$ cat config.mk
export PLATFORM = sky130hd
export DESIGN_NAME = minimig_de1_glue
export DESIGN_NICKNAME = d
export VERILOG_FILES = /design/src/rtl/minimig_de1_pkg.sv /design/src/rtl/minimig_de1_glue.sv /design/src/rtl/indicators.sv /design/src/rtl/audio_shifter.sv /design/src/rtl/audio_mixer.sv /design/src/rtl/board_io.sv
export SDC_FILE = /design/constraint.sdc
export NUM_CORES = 1
export LEC_CHECK = 0
export BUFFER_PORTS_ARGS = -buffer_cell sky130_fd_sc_hd__buf_2
export CAP_MARGIN = 20
export CORE_MARGIN = 5
export CORE_UTILIZATION = 44
export CTS_CLUSTER_DIAMETER = 80
export CTS_CLUSTER_SIZE = 25
export DETAILED_ROUTE_END_ITERATION = 8
export PLACE_DENSITY = 0.67
export RECOVER_POWER = 50
export REMOVE_ABC_BUFFERS = 1
export SKIP_CTS_REPAIR_TIMING = 1
export SYNTH_ARGS = -nofsm -noshare
export SYNTH_HDL_FRONTEND = slang
export SYNTH_SLANG_ARGS = --single-unit
$ cat constraint.sdc
create_clock -name clk -period 5.5 [get_ports clk]
set_input_delay 0.275 -clock clk [delete_from_list [all_inputs] [get_ports clk]]
set_output_delay 0.275 -clock clk [all_outputs]
set_load 0.01 [all_outputs]
$ cat src/rtl/minimig_de1_pkg.sv
`default_nettype none

package minimig_de1_pkg;

  ////////////////////////////////////////
  // Board and stream widths

  typedef logic signed [14:0] sample_t;   // One DAC channel
  typedef logic [7:0]         track_t;    // Floppy track number
  typedef logic [6:0]         seg7_t;     // Segments g..a, active low
  typedef logic [7:0]         led_g_t;
  typedef logic [9:0]         led_r_t;
  typedef logic [3:0]         nibble_t;   // Status or config nibble

  localparam int SYNC_STAGES    = 2;      // Flops per input synchronizer
  localparam int SAMPLE_CREDITS = 2;      // Also the pair buffer depth
  localparam int BCLK_HALF      = 4;      // clk cycles per bit clock half
  localparam int CHAN_BITS      = 16;     // Bit slots per channel
  localparam int ACT_STRETCH    = 8;      // LED hold after last pulse

  localparam seg7_t SEG_BLANK = 7'h7f;    // All segments dark

  // Zero slots after each MSB-first sample
  localparam int SLOT_PAD = CHAN_BITS - $bits(sample_t);

  ////////////////////////////////////////
  // Counter and frame types

  typedef logic [2*CHAN_BITS-1:0]              frame_t;    // Left then right on the wire
  typedef logic [$clog2(SAMPLE_CREDITS)-1:0]   buf_ptr_t;
  typedef logic [$clog2(SAMPLE_CREDITS+1)-1:0] buf_cnt_t;  // 0 up to full
  typedef logic [$clog2(2*BCLK_HALF)-1:0]      div_cnt_t;  // Position inside one slot
  typedef logic [$clog2(CHAN_BITS)-1:0]        slot_cnt_t; // Slot inside one channel
  typedef logic [$clog2(ACT_STRETCH+1)-1:0]    stretch_t;

  typedef enum logic [1:0] {
    idle,                                 // No frame, bit clock parked low
    left,                                 // LR clock high
    right                                 // LR clock low
  } shift_state_t;

  // Hex digit patterns for the DE1 displays
  function automatic seg7_t seven_seg(input nibble_t n);
    case (n)
      4'h0:    return 7'h40;
      4'h1:    return 7'h79;
      4'h2:    return 7'h24;
      4'h3:    return 7'h30;
      4'h4:    return 7'h19;
      4'h5:    return 7'h12;
      4'h6:    return 7'h02;
      4'h7:    return 7'h78;
      4'h8:    return 7'h00;
      4'h9:    return 7'h10;
      4'ha:    return 7'h08;
      4'hb:    return 7'h03;
      4'hc:    return 7'h46;
      4'hd:    return 7'h21;
      4'he:    return 7'h06;
      default: return 7'h0e;              // F
    endcase
  endfunction

endpackage

`default_nettype wire
$ cat src/rtl/minimig_de1_glue.sv
`timescale 1ns/1ps
`default_nettype none

module minimig_de1_glue (
  // Clock, reset and raw board inputs
  input  wire                            clk,
  input  wire                            rst_n,
  input  wire [9:0]                      sw,              // Toggle switches
  input  wire [3:0]                      key,             // Push buttons
  // SPI data-in selection
  input  wire                            spi_cs0_n,
  input  wire                            sd_dat,
  input  wire                            core_sdo,
  output logic                           spi_di,
  // Configuration
  output logic                           scandoubler_dis,
  output logic                           joy_emu_en,
  output logic                           boot_sel,
  output logic                           rst_ext,
  output minimig_de1_pkg::nibble_t       ctrl_cfg,
  // Credited sample stream
  input  wire                            sample_valid,
  input  wire minimig_de1_pkg::sample_t  ldata,           // Left DAC data
  input  wire minimig_de1_pkg::sample_t  rdata,           // Right DAC data
  output logic                           sample_credit,
  // CODEC lines
  output logic                           aud_bclk,
  output logic                           aud_daclrck,
  output logic                           aud_dacdat,
  // Indicator inputs
  input  wire minimig_de1_pkg::track_t   track,
  input  wire                            floppy_fwr,
  input  wire                            floppy_frd,
  input  wire                            hd_fwr,
  input  wire                            hd_frd,
  input  wire minimig_de1_pkg::nibble_t  ctrl_status,
  input  wire                            rom_status,
  input  wire                            ram_status,
  input  wire                            reg_status,
  // Indicator outputs
  output minimig_de1_pkg::seg7_t         hex0,
  output minimig_de1_pkg::seg7_t         hex1,
  output minimig_de1_pkg::seg7_t         hex2,
  output minimig_de1_pkg::seg7_t         hex3,
  output minimig_de1_pkg::led_g_t        led_g,
  output minimig_de1_pkg::led_r_t        led_r
);

  logic                     exchan;                      // Synchronized SW7
  logic                     mix;                         // Synchronized SW6
  logic                     mix_valid;
  minimig_de1_pkg::sample_t mix_l;
  minimig_de1_pkg::sample_t mix_r;

  ////////////////////////////////////////
  // Board inputs

  board_io i_board_io (
    .clk             (clk            ),
    .rst_n           (rst_n          ),
    .sw              (sw             ),
    .key             (key            ),
    .spi_cs0_n       (spi_cs0_n      ),
    .sd_dat          (sd_dat         ),
    .core_sdo        (core_sdo       ),
    .scandoubler_dis (scandoubler_dis),
    .joy_emu_en      (joy_emu_en     ),
    .exchan          (exchan         ),
    .mix             (mix            ),
    .boot_sel        (boot_sel       ),
    .ctrl_cfg        (ctrl_cfg       ),
    .rst_ext         (rst_ext        ),
    .spi_di          (spi_di         )
  );

  ////////////////////////////////////////
  // Audio path

  audio_mixer i_audio_mixer (
    .clk          (clk         ),
    .rst_n        (rst_n       ),
    .exchan       (exchan      ),
    .mix          (mix         ),
    .sample_valid (sample_valid),
    .ldata        (ldata       ),
    .rdata        (rdata       ),
    .mix_valid    (mix_valid   ),
    .mix_l        (mix_l       ),
    .mix_r        (mix_r       )
  );

  audio_shifter i_audio_shifter (
    .clk           (clk          ),
    .rst_n         (rst_n        ),
    .mix_valid     (mix_valid    ),
    .mix_l         (mix_l        ),
    .mix_r         (mix_r        ),
    .sample_credit (sample_credit),                     // Straight back to the source
    .aud_bclk      (aud_bclk     ),
    .aud_daclrck   (aud_daclrck  ),
    .aud_dacdat    (aud_dacdat   )
  );

  ////////////////////////////////////////
  // Displays and LEDs

  indicators i_indicators (
    .clk         (clk        ),
    .rst_n       (rst_n      ),
    .track       (track      ),
    .ctrl_status (ctrl_status),
    .floppy_fwr  (floppy_fwr ),
    .floppy_frd  (floppy_frd ),
    .hd_fwr      (hd_fwr     ),
    .hd_frd      (hd_frd     ),
    .rom_status  (rom_status ),
    .ram_status  (ram_status ),
    .reg_status  (reg_status ),
    .hex0        (hex0       ),
    .hex1        (hex1       ),
    .hex2        (hex2       ),
    .hex3        (hex3       ),
    .led_g       (led_g      ),
    .led_r       (led_r      )
  );

endmodule

`default_nettype wire

$ cat src/rtl/indicators.sv
`timescale 1ns/1ps
`default_nettype none

module indicators (
  input  wire                            clk,
  input  wire                            rst_n,
  input  wire minimig_de1_pkg::track_t   track,        // Floppy track number
  input  wire minimig_de1_pkg::nibble_t  ctrl_status,  // Controller LEDs
  input  wire                            floppy_fwr,   // Floppy FIFO write
  input  wire                            floppy_frd,   // Floppy FIFO read
  input  wire                            hd_fwr,       // HD FIFO write
  input  wire                            hd_frd,       // HD FIFO read
  input  wire                            rom_status,   // ROM slave activity
  input  wire                            ram_status,   // RAM slave activity
  input  wire                            reg_status,   // REG slave activity
  output minimig_de1_pkg::seg7_t         hex0,
  output minimig_de1_pkg::seg7_t         hex1,
  output minimig_de1_pkg::seg7_t         hex2,
  output minimig_de1_pkg::seg7_t         hex3,
  output minimig_de1_pkg::led_g_t        led_g,
  output minimig_de1_pkg::led_r_t        led_r
);

  ////////////////////////////////////////
  // Seven-segment digits and red LEDs

  always_ff @(posedge clk) begin
    if (!rst_n) begin
      hex0  <= minimig_de1_pkg::SEG_BLANK;
      hex1  <= minimig_de1_pkg::SEG_BLANK;
      hex2  <= minimig_de1_pkg::SEG_BLANK;
      led_r <= '0;
    end else begin
      hex0  <= minimig_de1_pkg::seven_seg(track[3:0]);  // Track low digit
      hex1  <= minimig_de1_pkg::seven_seg(track[7:4]);  // Track high digit
      hex2  <= minimig_de1_pkg::seven_seg(ctrl_status);
      led_r <= {3'b000, reg_status, ram_status, rom_status, ctrl_status};
    end
  end

  assign hex3 = minimig_de1_pkg::SEG_BLANK;             // Spare digit

  ////////////////////////////////////////
  // FIFO activity stretch

  logic [3:0]                 act_in;                   // Raw pulses
  logic [3:0]                 act_on;                   // Stretched
  minimig_de1_pkg::stretch_t  act_cnt_q [4];

  assign act_in = {floppy_fwr, floppy_frd, hd_fwr, hd_frd};

  // Every pulse reloads the hold time
  always_ff @(posedge clk) begin
    if (!rst_n) begin
      for (int i = 0; i < 4; i++) begin
        act_cnt_q[i] <= '0;
      end
    end else begin
      for (int i = 0; i < 4; i++) begin
        if (act_in[i]) begin
          act_cnt_q[i] <= minimig_de1_pkg::stretch_t'(minimig_de1_pkg::ACT_STRETCH);
        end else if (act_cnt_q[i] != '0) begin
          act_cnt_q[i] <= act_cnt_q[i] - 1'b1;
        end
      end
    end
  end

  always_comb begin
    for (int i = 0; i < 4; i++) begin
      act_on[i] = (act_cnt_q[i] != '0);
    end
  end

  assign led_g = {4'b0000, act_on};                     // Upper greens unused

endmodule

`default_nettype wire

$ cat src/rtl/audio_shifter.sv
`timescale 1ns/1ps
`default_nettype none

module audio_shifter (
  input  wire                            clk,
  input  wire                            rst_n,
  input  wire                            mix_valid,     // Pair from the mixer
  input  wire minimig_de1_pkg::sample_t  mix_l,
  input  wire minimig_de1_pkg::sample_t  mix_r,
  output logic                           sample_credit, // Pulses with each pop
  output logic                           aud_bclk,
  output logic                           aud_daclrck,   // High for left channel
  output logic                           aud_dacdat
);

  ////////////////////////////////////////
  // Pair buffer

  minimig_de1_pkg::sample_t  buf_l [minimig_de1_pkg::SAMPLE_CREDITS];
  minimig_de1_pkg::sample_t  buf_r [minimig_de1_pkg::SAMPLE_CREDITS];
  minimig_de1_pkg::buf_ptr_t wr_ptr_q;
  minimig_de1_pkg::buf_ptr_t rd_ptr_q;
  minimig_de1_pkg::buf_cnt_t cnt_q;                    // Pairs held
  minimig_de1_pkg::frame_t   frame;                    // Head pair as wire bits
  logic                      pop;

  // Credits keep mix_valid away from a full buffer
  always_ff @(posedge clk) begin
    if (mix_valid) begin
      buf_l[wr_ptr_q] <= mix_l;
      buf_r[wr_ptr_q] <= mix_r;
    end
  end

  always_ff @(posedge clk) begin
    if (!rst_n) begin
      wr_ptr_q <= '0;
      rd_ptr_q <= '0;
      cnt_q    <= '0;
    end else begin
      if (mix_valid) begin
        wr_ptr_q <= wr_ptr_q + 1'b1;
      end
      if (pop) begin
        rd_ptr_q <= rd_ptr_q + 1'b1;
      end
      cnt_q <= cnt_q + minimig_de1_pkg::buf_cnt_t'(mix_valid)
                     - minimig_de1_pkg::buf_cnt_t'(pop);
    end
  end

  assign frame = {buf_l[rd_ptr_q], {minimig_de1_pkg::SLOT_PAD{1'b0}},
                  buf_r[rd_ptr_q], {minimig_de1_pkg::SLOT_PAD{1'b0}}};

  ////////////////////////////////////////
  // Frame timing and serializer

  minimig_de1_pkg::shift_state_t state_q;
  minimig_de1_pkg::div_cnt_t     div_q;                // clk count inside a slot
  minimig_de1_pkg::slot_cnt_t    slot_q;               // Slot inside a channel
  minimig_de1_pkg::frame_t       sh_q;                 // Bits still to send
  logic                          slot_end;
  logic                          chan_end;

  assign slot_end = (div_q == 2*minimig_de1_pkg::BCLK_HALF-1);
  assign chan_end = slot_end && (slot_q == minimig_de1_pkg::CHAN_BITS-1);

  // Next pair at start-up or right at the end of a frame
  assign pop = (cnt_q != '0) &&
               ((state_q == minimig_de1_pkg::idle) ||
                (state_q == minimig_de1_pkg::right && chan_end));

  assign sample_credit = pop;                          // Slot freed, credit back
  assign aud_daclrck   = (state_q == minimig_de1_pkg::left);

  always_ff @(posedge clk) begin
    if (!rst_n) begin
      state_q    <= minimig_de1_pkg::idle;
      div_q      <= '0;
      slot_q     <= '0;
      aud_bclk   <= 1'b0;
      aud_dacdat <= 1'b0;
    end else if (pop) begin
      state_q    <= minimig_de1_pkg::left;             // Frame starts on left MSB
      div_q      <= '0;
      slot_q     <= '0;
      aud_bclk   <= 1'b0;
      aud_dacdat <= frame[$bits(minimig_de1_pkg::frame_t)-1];
    end else if (state_q != minimig_de1_pkg::idle) begin
      div_q <= div_q + 1'b1;
      if (div_q == minimig_de1_pkg::BCLK_HALF-1) begin
        aud_bclk <= 1'b1;                              // Rising edge mid-slot
      end
      if (slot_end) begin
        div_q      <= '0;
        aud_bclk   <= 1'b0;                            // Falling edge, data moves
        slot_q     <= slot_q + 1'b1;
        aud_dacdat <= sh_q[$bits(minimig_de1_pkg::frame_t)-1]; // Zero after last slot
        if (chan_end) begin
          slot_q  <= '0;
          state_q <= (state_q == minimig_de1_pkg::left) ? minimig_de1_pkg::right
                                                        : minimig_de1_pkg::idle;
        end
      end
    end
  end

  always_ff @(posedge clk) begin
    if (pop) begin
      sh_q <= frame << 1;                              // MSB already on the line
    end else if (slot_end) begin
      sh_q <= sh_q << 1;
    end
  end

endmodule

`default_nettype wire

$ cat src/rtl/audio_mixer.sv
`timescale 1ns/1ps
`default_nettype none

module audio_mixer (
  input  wire                            clk,
  input  wire                            rst_n,
  input  wire                            exchan,        // Swap left and right
  input  wire                            mix,           // Blend a quarter across
  input  wire                            sample_valid,  // Spends one source credit
  input  wire minimig_de1_pkg::sample_t  ldata,
  input  wire minimig_de1_pkg::sample_t  rdata,
  output logic                           mix_valid,     // One cycle after sample_valid
  output minimig_de1_pkg::sample_t       mix_l,
  output minimig_de1_pkg::sample_t       mix_r
);

  minimig_de1_pkg::sample_t own_l;                     // After exchange
  minimig_de1_pkg::sample_t own_r;
  minimig_de1_pkg::sample_t new_l;                     // After centre mix
  minimig_de1_pkg::sample_t new_r;

  always_comb begin
    own_l = exchan ? rdata : ldata;
    own_r = exchan ? ldata : rdata;
    if (mix) begin
      new_l = own_l - (own_l >>> 2) + (own_r >>> 2);   // Wraps at 15 bits
      new_r = own_r - (own_r >>> 2) + (own_l >>> 2);
    end else begin
      new_l = own_l;
      new_r = own_r;
    end
  end

  always_ff @(posedge clk) begin
    if (!rst_n) begin
      mix_valid <= 1'b0;
    end else begin
      mix_valid <= sample_valid;
    end
  end

  // Payload only loads on an accepted pair
  always_ff @(posedge clk) begin
    if (sample_valid) begin
      mix_l <= new_l;
      mix_r <= new_r;
    end
  end

endmodule

`default_nettype wire

$ cat src/rtl/board_io.sv
`timescale 1ns/1ps
`default_nettype none

module board_io (
  input  wire                            clk,
  input  wire                            rst_n,
  input  wire [9:0]                      sw,              // Toggle switches, sw[0] unused here
  input  wire [3:0]                      key,             // Push buttons, low when pressed
  input  wire                            spi_cs0_n,       // SD card select
  input  wire                            sd_dat,          // SD card MISO
  input  wire                            core_sdo,        // Core serial out
  output logic                           scandoubler_dis,
  output logic                           joy_emu_en,
  output logic                           exchan,          // Audio channel swap
  output logic                           mix,             // Audio centre mix
  output logic                           boot_sel,
  output minimig_de1_pkg::nibble_t       ctrl_cfg,
  output logic                           rst_ext,
  output logic                           spi_di
);

  ////////////////////////////////////////
  // Synchronizer chain

  logic [12:0] sync_q [minimig_de1_pkg::SYNC_STAGES]; // {key[3:0], sw[9:1]} per stage
  logic [12:0] sync_o;                                 // Last stage

  always_ff @(posedge clk) begin
    if (!rst_n) begin
      for (int i = 0; i < minimig_de1_pkg::SYNC_STAGES; i++) begin
        sync_q[i] <= {4'hf, 9'h000};                    // Keys released, switches off
      end
    end else begin
      sync_q[0] <= {key, sw[9:1]};                     // Asynchronous pins in
      for (int i = 1; i < minimig_de1_pkg::SYNC_STAGES; i++) begin
        sync_q[i] <= sync_q[i-1];
      end
    end
  end

  assign sync_o = sync_q[minimig_de1_pkg::SYNC_STAGES-1];

  ////////////////////////////////////////
  // Configuration decode

  assign scandoubler_dis = sync_o[8];                  // SW9
  assign joy_emu_en      = sync_o[7];                  // SW8
  assign exchan          = sync_o[6];                  // SW7
  assign mix             = sync_o[5];                  // SW6
  assign boot_sel        = sync_o[4];                  // SW5
  assign ctrl_cfg        = sync_o[3:0];                // SW4..1
  assign rst_ext         = !sync_o[9];                 // KEY0 pressed

  // SD card owns MISO while selected
  assign spi_di = !spi_cs0_n ? sd_dat : core_sdo;

endmodule

`default_nettype wire

==> results_dict.tcl <==
set metrics [dict create \
    critPathSlowestCell "sky130_fd_sc_hd__dfxtp_1" \
    yosys_register_bits 201 \
    synth.yosys.warnings 0 \
    cp_common_cell "sky130_fd_sc_hd__fa_1" \
    setup-violations-final 0 \
    yosysSeqAreaShare_pct 50.0 \
    min_path_cells 2 \
    power_switching_share_pct 31.5 \
    post_synth_main_area_contributors "sky130_fd_sc_hd__edfxtp_1, sky130_fd_sc_hd__dfxtp_1, sky130_fd_sc_hd__ha_1" \
    post_synth_num_cell_types 63 \
    insertion_delay_ns 0.46 \
    drc_errors 0 \
    synth.cells.most_frequent "sky130_fd_sc_hd__edfxtp_1, sky130_fd_sc_hd__inv_1, sky130_fd_sc_hd__nor2_1" \
    clockBufferDepth 3 \
    cp_data_required_time_ns 5.72 \
    route.final.wire_length_um 18500 \
    grt_first_pass_wirelength_um 31400 \
    synth_largest_type_area_fraction_pct 37.7 \
    maximum_number_of_pins_on_one_net_before_global_route_repair 64 \
    wl_per_cell_um 13.2 \
    gp_congestion 0.914 \
    ioPinCount 128 \
    drt_iter0_markers 275 \
    reg2reg_depth 10 \
    layout-drive-gt1-share_pct 12.2 \
    holdCritPathClass "input port to flop" \
    critical_path.startpoint_type "flop" \
    post-route-min-period_ns 4.30 \
    via_density_per_instance 4.93 \
    cts_tree "built" \
    cts_root_buf "sky130_fd_sc_hd__clkbuf_16" \
    clkSlewWorstSetupHoldPaths_ns 0.09 \
    detail_route.first_pass.iterations 5 \
    layout-area-overhead-vs-synth_pct 10.2 \
    worst_slew_margin_rel_pct -10.0 \
    placement_rows 57 \
    critical_path_class "flop to flop" \
    fp.dieW_um 166 \
    status "finished, violations left" \
    post-route-period-util_pct 78.3 \
    overflow 0 \
    globalRoute.busiestLayer "met2" \
    p_comb_share_pct 30.1 \
    cts_num_sinks 201 \
    hold-path-endpoint "i_indicators.led_r[5]" \
    number_of_global_route_vias_before_repair 6687 \
    grtUsageMet1_pct 16.9 \
    cts_buffers 12 \
    synth-edff-count 135 \
    power.net_switching_mw 1.33 \
    synth_async_sr_flop_share_pct 0 \
    ir_drop_mv 0.164 \
    report.final.slew_viol_count 108 \
    nets 1227 \
    reg2reg_slack_ns 1.20 \
    grtUsageMet3_pct 1.07 \
    grtUsageMet2_pct 23.6 \
    synth_area_per_inst_um2 10.9 \
    hold_slack_ns 0.0149 \
    crit_path_max_incr_delay_ns 0.80 \
    synth_cells 982 \
    overall_routing_resource_usage_pct 13.1 \
    grt_setup_unrepaired "no" \
    final_clock_skew_ns 0.0172 \
    synthesis.area_um2 10800 \
    endpoint_type_of_the_worst_setup_path "flop" \
    most_used_standard_cell_by_instance_count_after_synthesis "sky130_fd_sc_hd__edfxtp_1" \
    floorplan.initialDensity_pct 44.5 \
    fp.dieArea_um2 27700 \
    share_seq_of_total_power_pct 48.5 \
    maxClockFrequency_mhz 232 \
    p_leak_nw 4.83 \
    detailed_place_hpwl_um 13900 \
    post-synth-top-area-cell "sky130_fd_sc_hd__edfxtp_1" \
    synth_ff_type "sky130_fd_sc_hd__edfxtp_1" \
    p_int_mw 2.91 \
    count_of_max_cap_constraint_violations 3 \
    antenna_found_initial 0 \
    regToRegEndpoint "i_audio_mixer.mix_l[14]" \
    hold_violations 0 \
    cp.arrival_ns 4.52 \
    setup_total_negative_slack_ns 0 \
    h-tree-depth 1 \
    die_h_um 166 \
    critical_path.cell_chain "mux2i_1 -> inv_1 -> fa_1 -> fa_1 -> and2b_1 -> o2111ai_1 -> a311oi_2 -> a2111oi_2 -> or3_1 -> a31o_2" \
    numPortBuffers 109 \
    core_area_um2 24200 \
    timing.critical_path.fanout_max 13 \
    worst_r2r_startpoint "i_board_io.sync_q[0][19]" \
    failed_checks "max-capacitance violations, max-slew violations" \
    num_vias 6905 \
    drt.antenna.violating_nets 0 \
    worst_hold_startpoint "ram_status" \
    pwr-share-clk_pct 21.4 \
    power_per_cell_area_nw_per_um2 358 \
    antennaDiodeCount 0 \
    timing_worst_slew_pin_value_ns 1.65 \
]
layer usage:
| metal | part of all wire [%] | wire [um] | vias to the layer above |
|---|---|---|---|
| met5 | 0 | 0 | - |
| met2 | 50 | 9250 | 99 |
| met1 | 46 | 8460 | 3223 |
| met3 | 2.2 | 411 | 29 |
| li1 | - | - | 3554 |
| met4 | 2.2 | 402 | 0 |
worst max-delay path: cells and delay by family, from the launching register on:
kind	cells	cell delay, ns
buf+inv	1	0.13
compound gates	4	0.98
fa+ha+maj	2	1.01
flops	1	0.80
simple gates	2	0.59
mux	1	0.55
state kept, by name (all words and copies together), names as in the netlist, named ones only:
signal / cells
i_audio_shifter.rd_ptr_q: 1
i_audio_shifter.buf_r: 30
i_board_io.sync_q: 20
i_audio_shifter.cnt_q: 2
i_indicators.hex1: 7
i_indicators.led_r: 7
i_audio_shifter.state_q: 2
i_audio_shifter.aud_bclk: 1
i_audio_shifter.buf_l: 30
i_audio_shifter.slot_q: 4
i_audio_mixer.mix_l: 15
i_indicators.hex2: 7
i_indicators.hex0: 7
i_audio_shifter.aud_dacdat: 1
i_indicators.act_cnt_q: 16
i_audio_mixer.mix_r: 15
i_audio_shifter.sh_q: 30
i_audio_shifter.div_q: 3
i_audio_mixer.mix_valid: 1
i_audio_shifter.wr_ptr_q: 1
stage by stage:
step	total power, mW	cells	instance area [um2]	util (%)	setup WS [ns]
detailed placement	3.38	1381	11500	47.6	1.23
global route	4.54	1402	11800	49.0	0.926
finish	4.24	1402	11800	49.0	1.20
CTS	4.29	1401	11900	49.2	1.21
global placement	3.34	1381	11500	47.6	1.27
floorplan	3.03	940	10500	-	1.34
placed cells by master, fill, tap and decap left out, types with 11 or more instances in the layout:
cell,instances
sky130_fd_sc_hd__a21o_1,12
sky130_fd_sc_hd__nand2_1,41
sky130_fd_sc_hd__buf_2,69
sky130_fd_sc_hd__mux2i_1,55
sky130_fd_sc_hd__dfxtp_1,65
sky130_fd_sc_hd__o21ai_0,55
sky130_fd_sc_hd__edfxtp_1,135
sky130_fd_sc_hd__and2_1,16
sky130_fd_sc_hd__nand2b_1,13
sky130_fd_sc_hd__fa_1,27
sky130_fd_sc_hd__nor2_1,75
sky130_fd_sc_hd__nor3_1,15
sky130_fd_sc_hd__xnor2_1,19
sky130_fd_sc_hd__clkbuf_1,46
sky130_fd_sc_hd__nor2b_1,11
sky130_fd_sc_hd__ha_1,59
sky130_fd_sc_hd__o211ai_1,12
sky130_fd_sc_hd__mux2_2,24
sky130_fd_sc_hd__clkbuf_16,13
sky130_fd_sc_hd__conb_1,14
sky130_fd_sc_hd__inv_1,110
sky130_fd_sc_hd__nand3_1,34
sky130_fd_sc_hd__a21oi_1,54
power by group through the flow:
| stage | Clock (mW) | Combinational, mW | Sequential (mW) |
|---|---|---|---|
| 2_1_floorplan | 0 | 0.957 | 2.07 |
| 3_3_place_gp | 0 | 1.26 | 2.09 |
| 3_5_place_dp | 0 | 1.28 | 2.10 |
| 4_1_cts | 0.945 | 1.29 | 2.06 |
| 5_1_grt | 1.00 | 1.45 | 2.09 |
| 6_report | 0.908 | 1.27 | 2.06 |
worst max path at each step:
stage,start,cells after the start,slack [ns],endpoint
finish,i_board_io.sync_q[0][19],10,1.20,i_audio_mixer.mix_l[14]
CTS,i_board_io.sync_q[0][19],10,1.21,i_audio_mixer.mix_l[14]
global placement,i_board_io.sync_q[0][19],10,1.27,i_audio_mixer.mix_l[14]
floorplan,i_board_io.sync_q[0][19],10,1.34,i_audio_mixer.mix_l[14]
global route,i_board_io.sync_q[0][19],10,0.93,i_audio_mixer.mix_l[14]
detailed placement,i_board_io.sync_q[0][19],10,1.23,i_audio_mixer.mix_l[14]
kinds of logic (layout without fill, tap and decap cells):
logic type               count (synthesis)  after routing  share of synthesized area, %
flip-flops                             201            201                          50.0
adder cells (fa/ha/maj)                 86             86                          11.9
AO/OA/AOI/OAI                          179            179                          10.3
XOR/XNOR                                27             27                          2.20
buffers and inverters                  166            250                          6.64
other                                    2             14                        0.0698
AND/OR/NAND/NOR                        240            240                          10.8
multiplexers                            81             81                          8.05
final cells by class:
| type | instances | area (um2) |
|---|---|---|
| fill | 2206 | 12300 |
| sequential | 201 | 5380 |
| multi-input combinational | 627 | 4710 |
| timing repair buffer | 118 | 562 |
| inverter | 112 | 420 |
| tap | 324 | 405 |
| clock buffer | 18 | 344 |
| clock inverter | 2 | 28.8 |
Note: power is estimated with default switching activity, not from simulation.
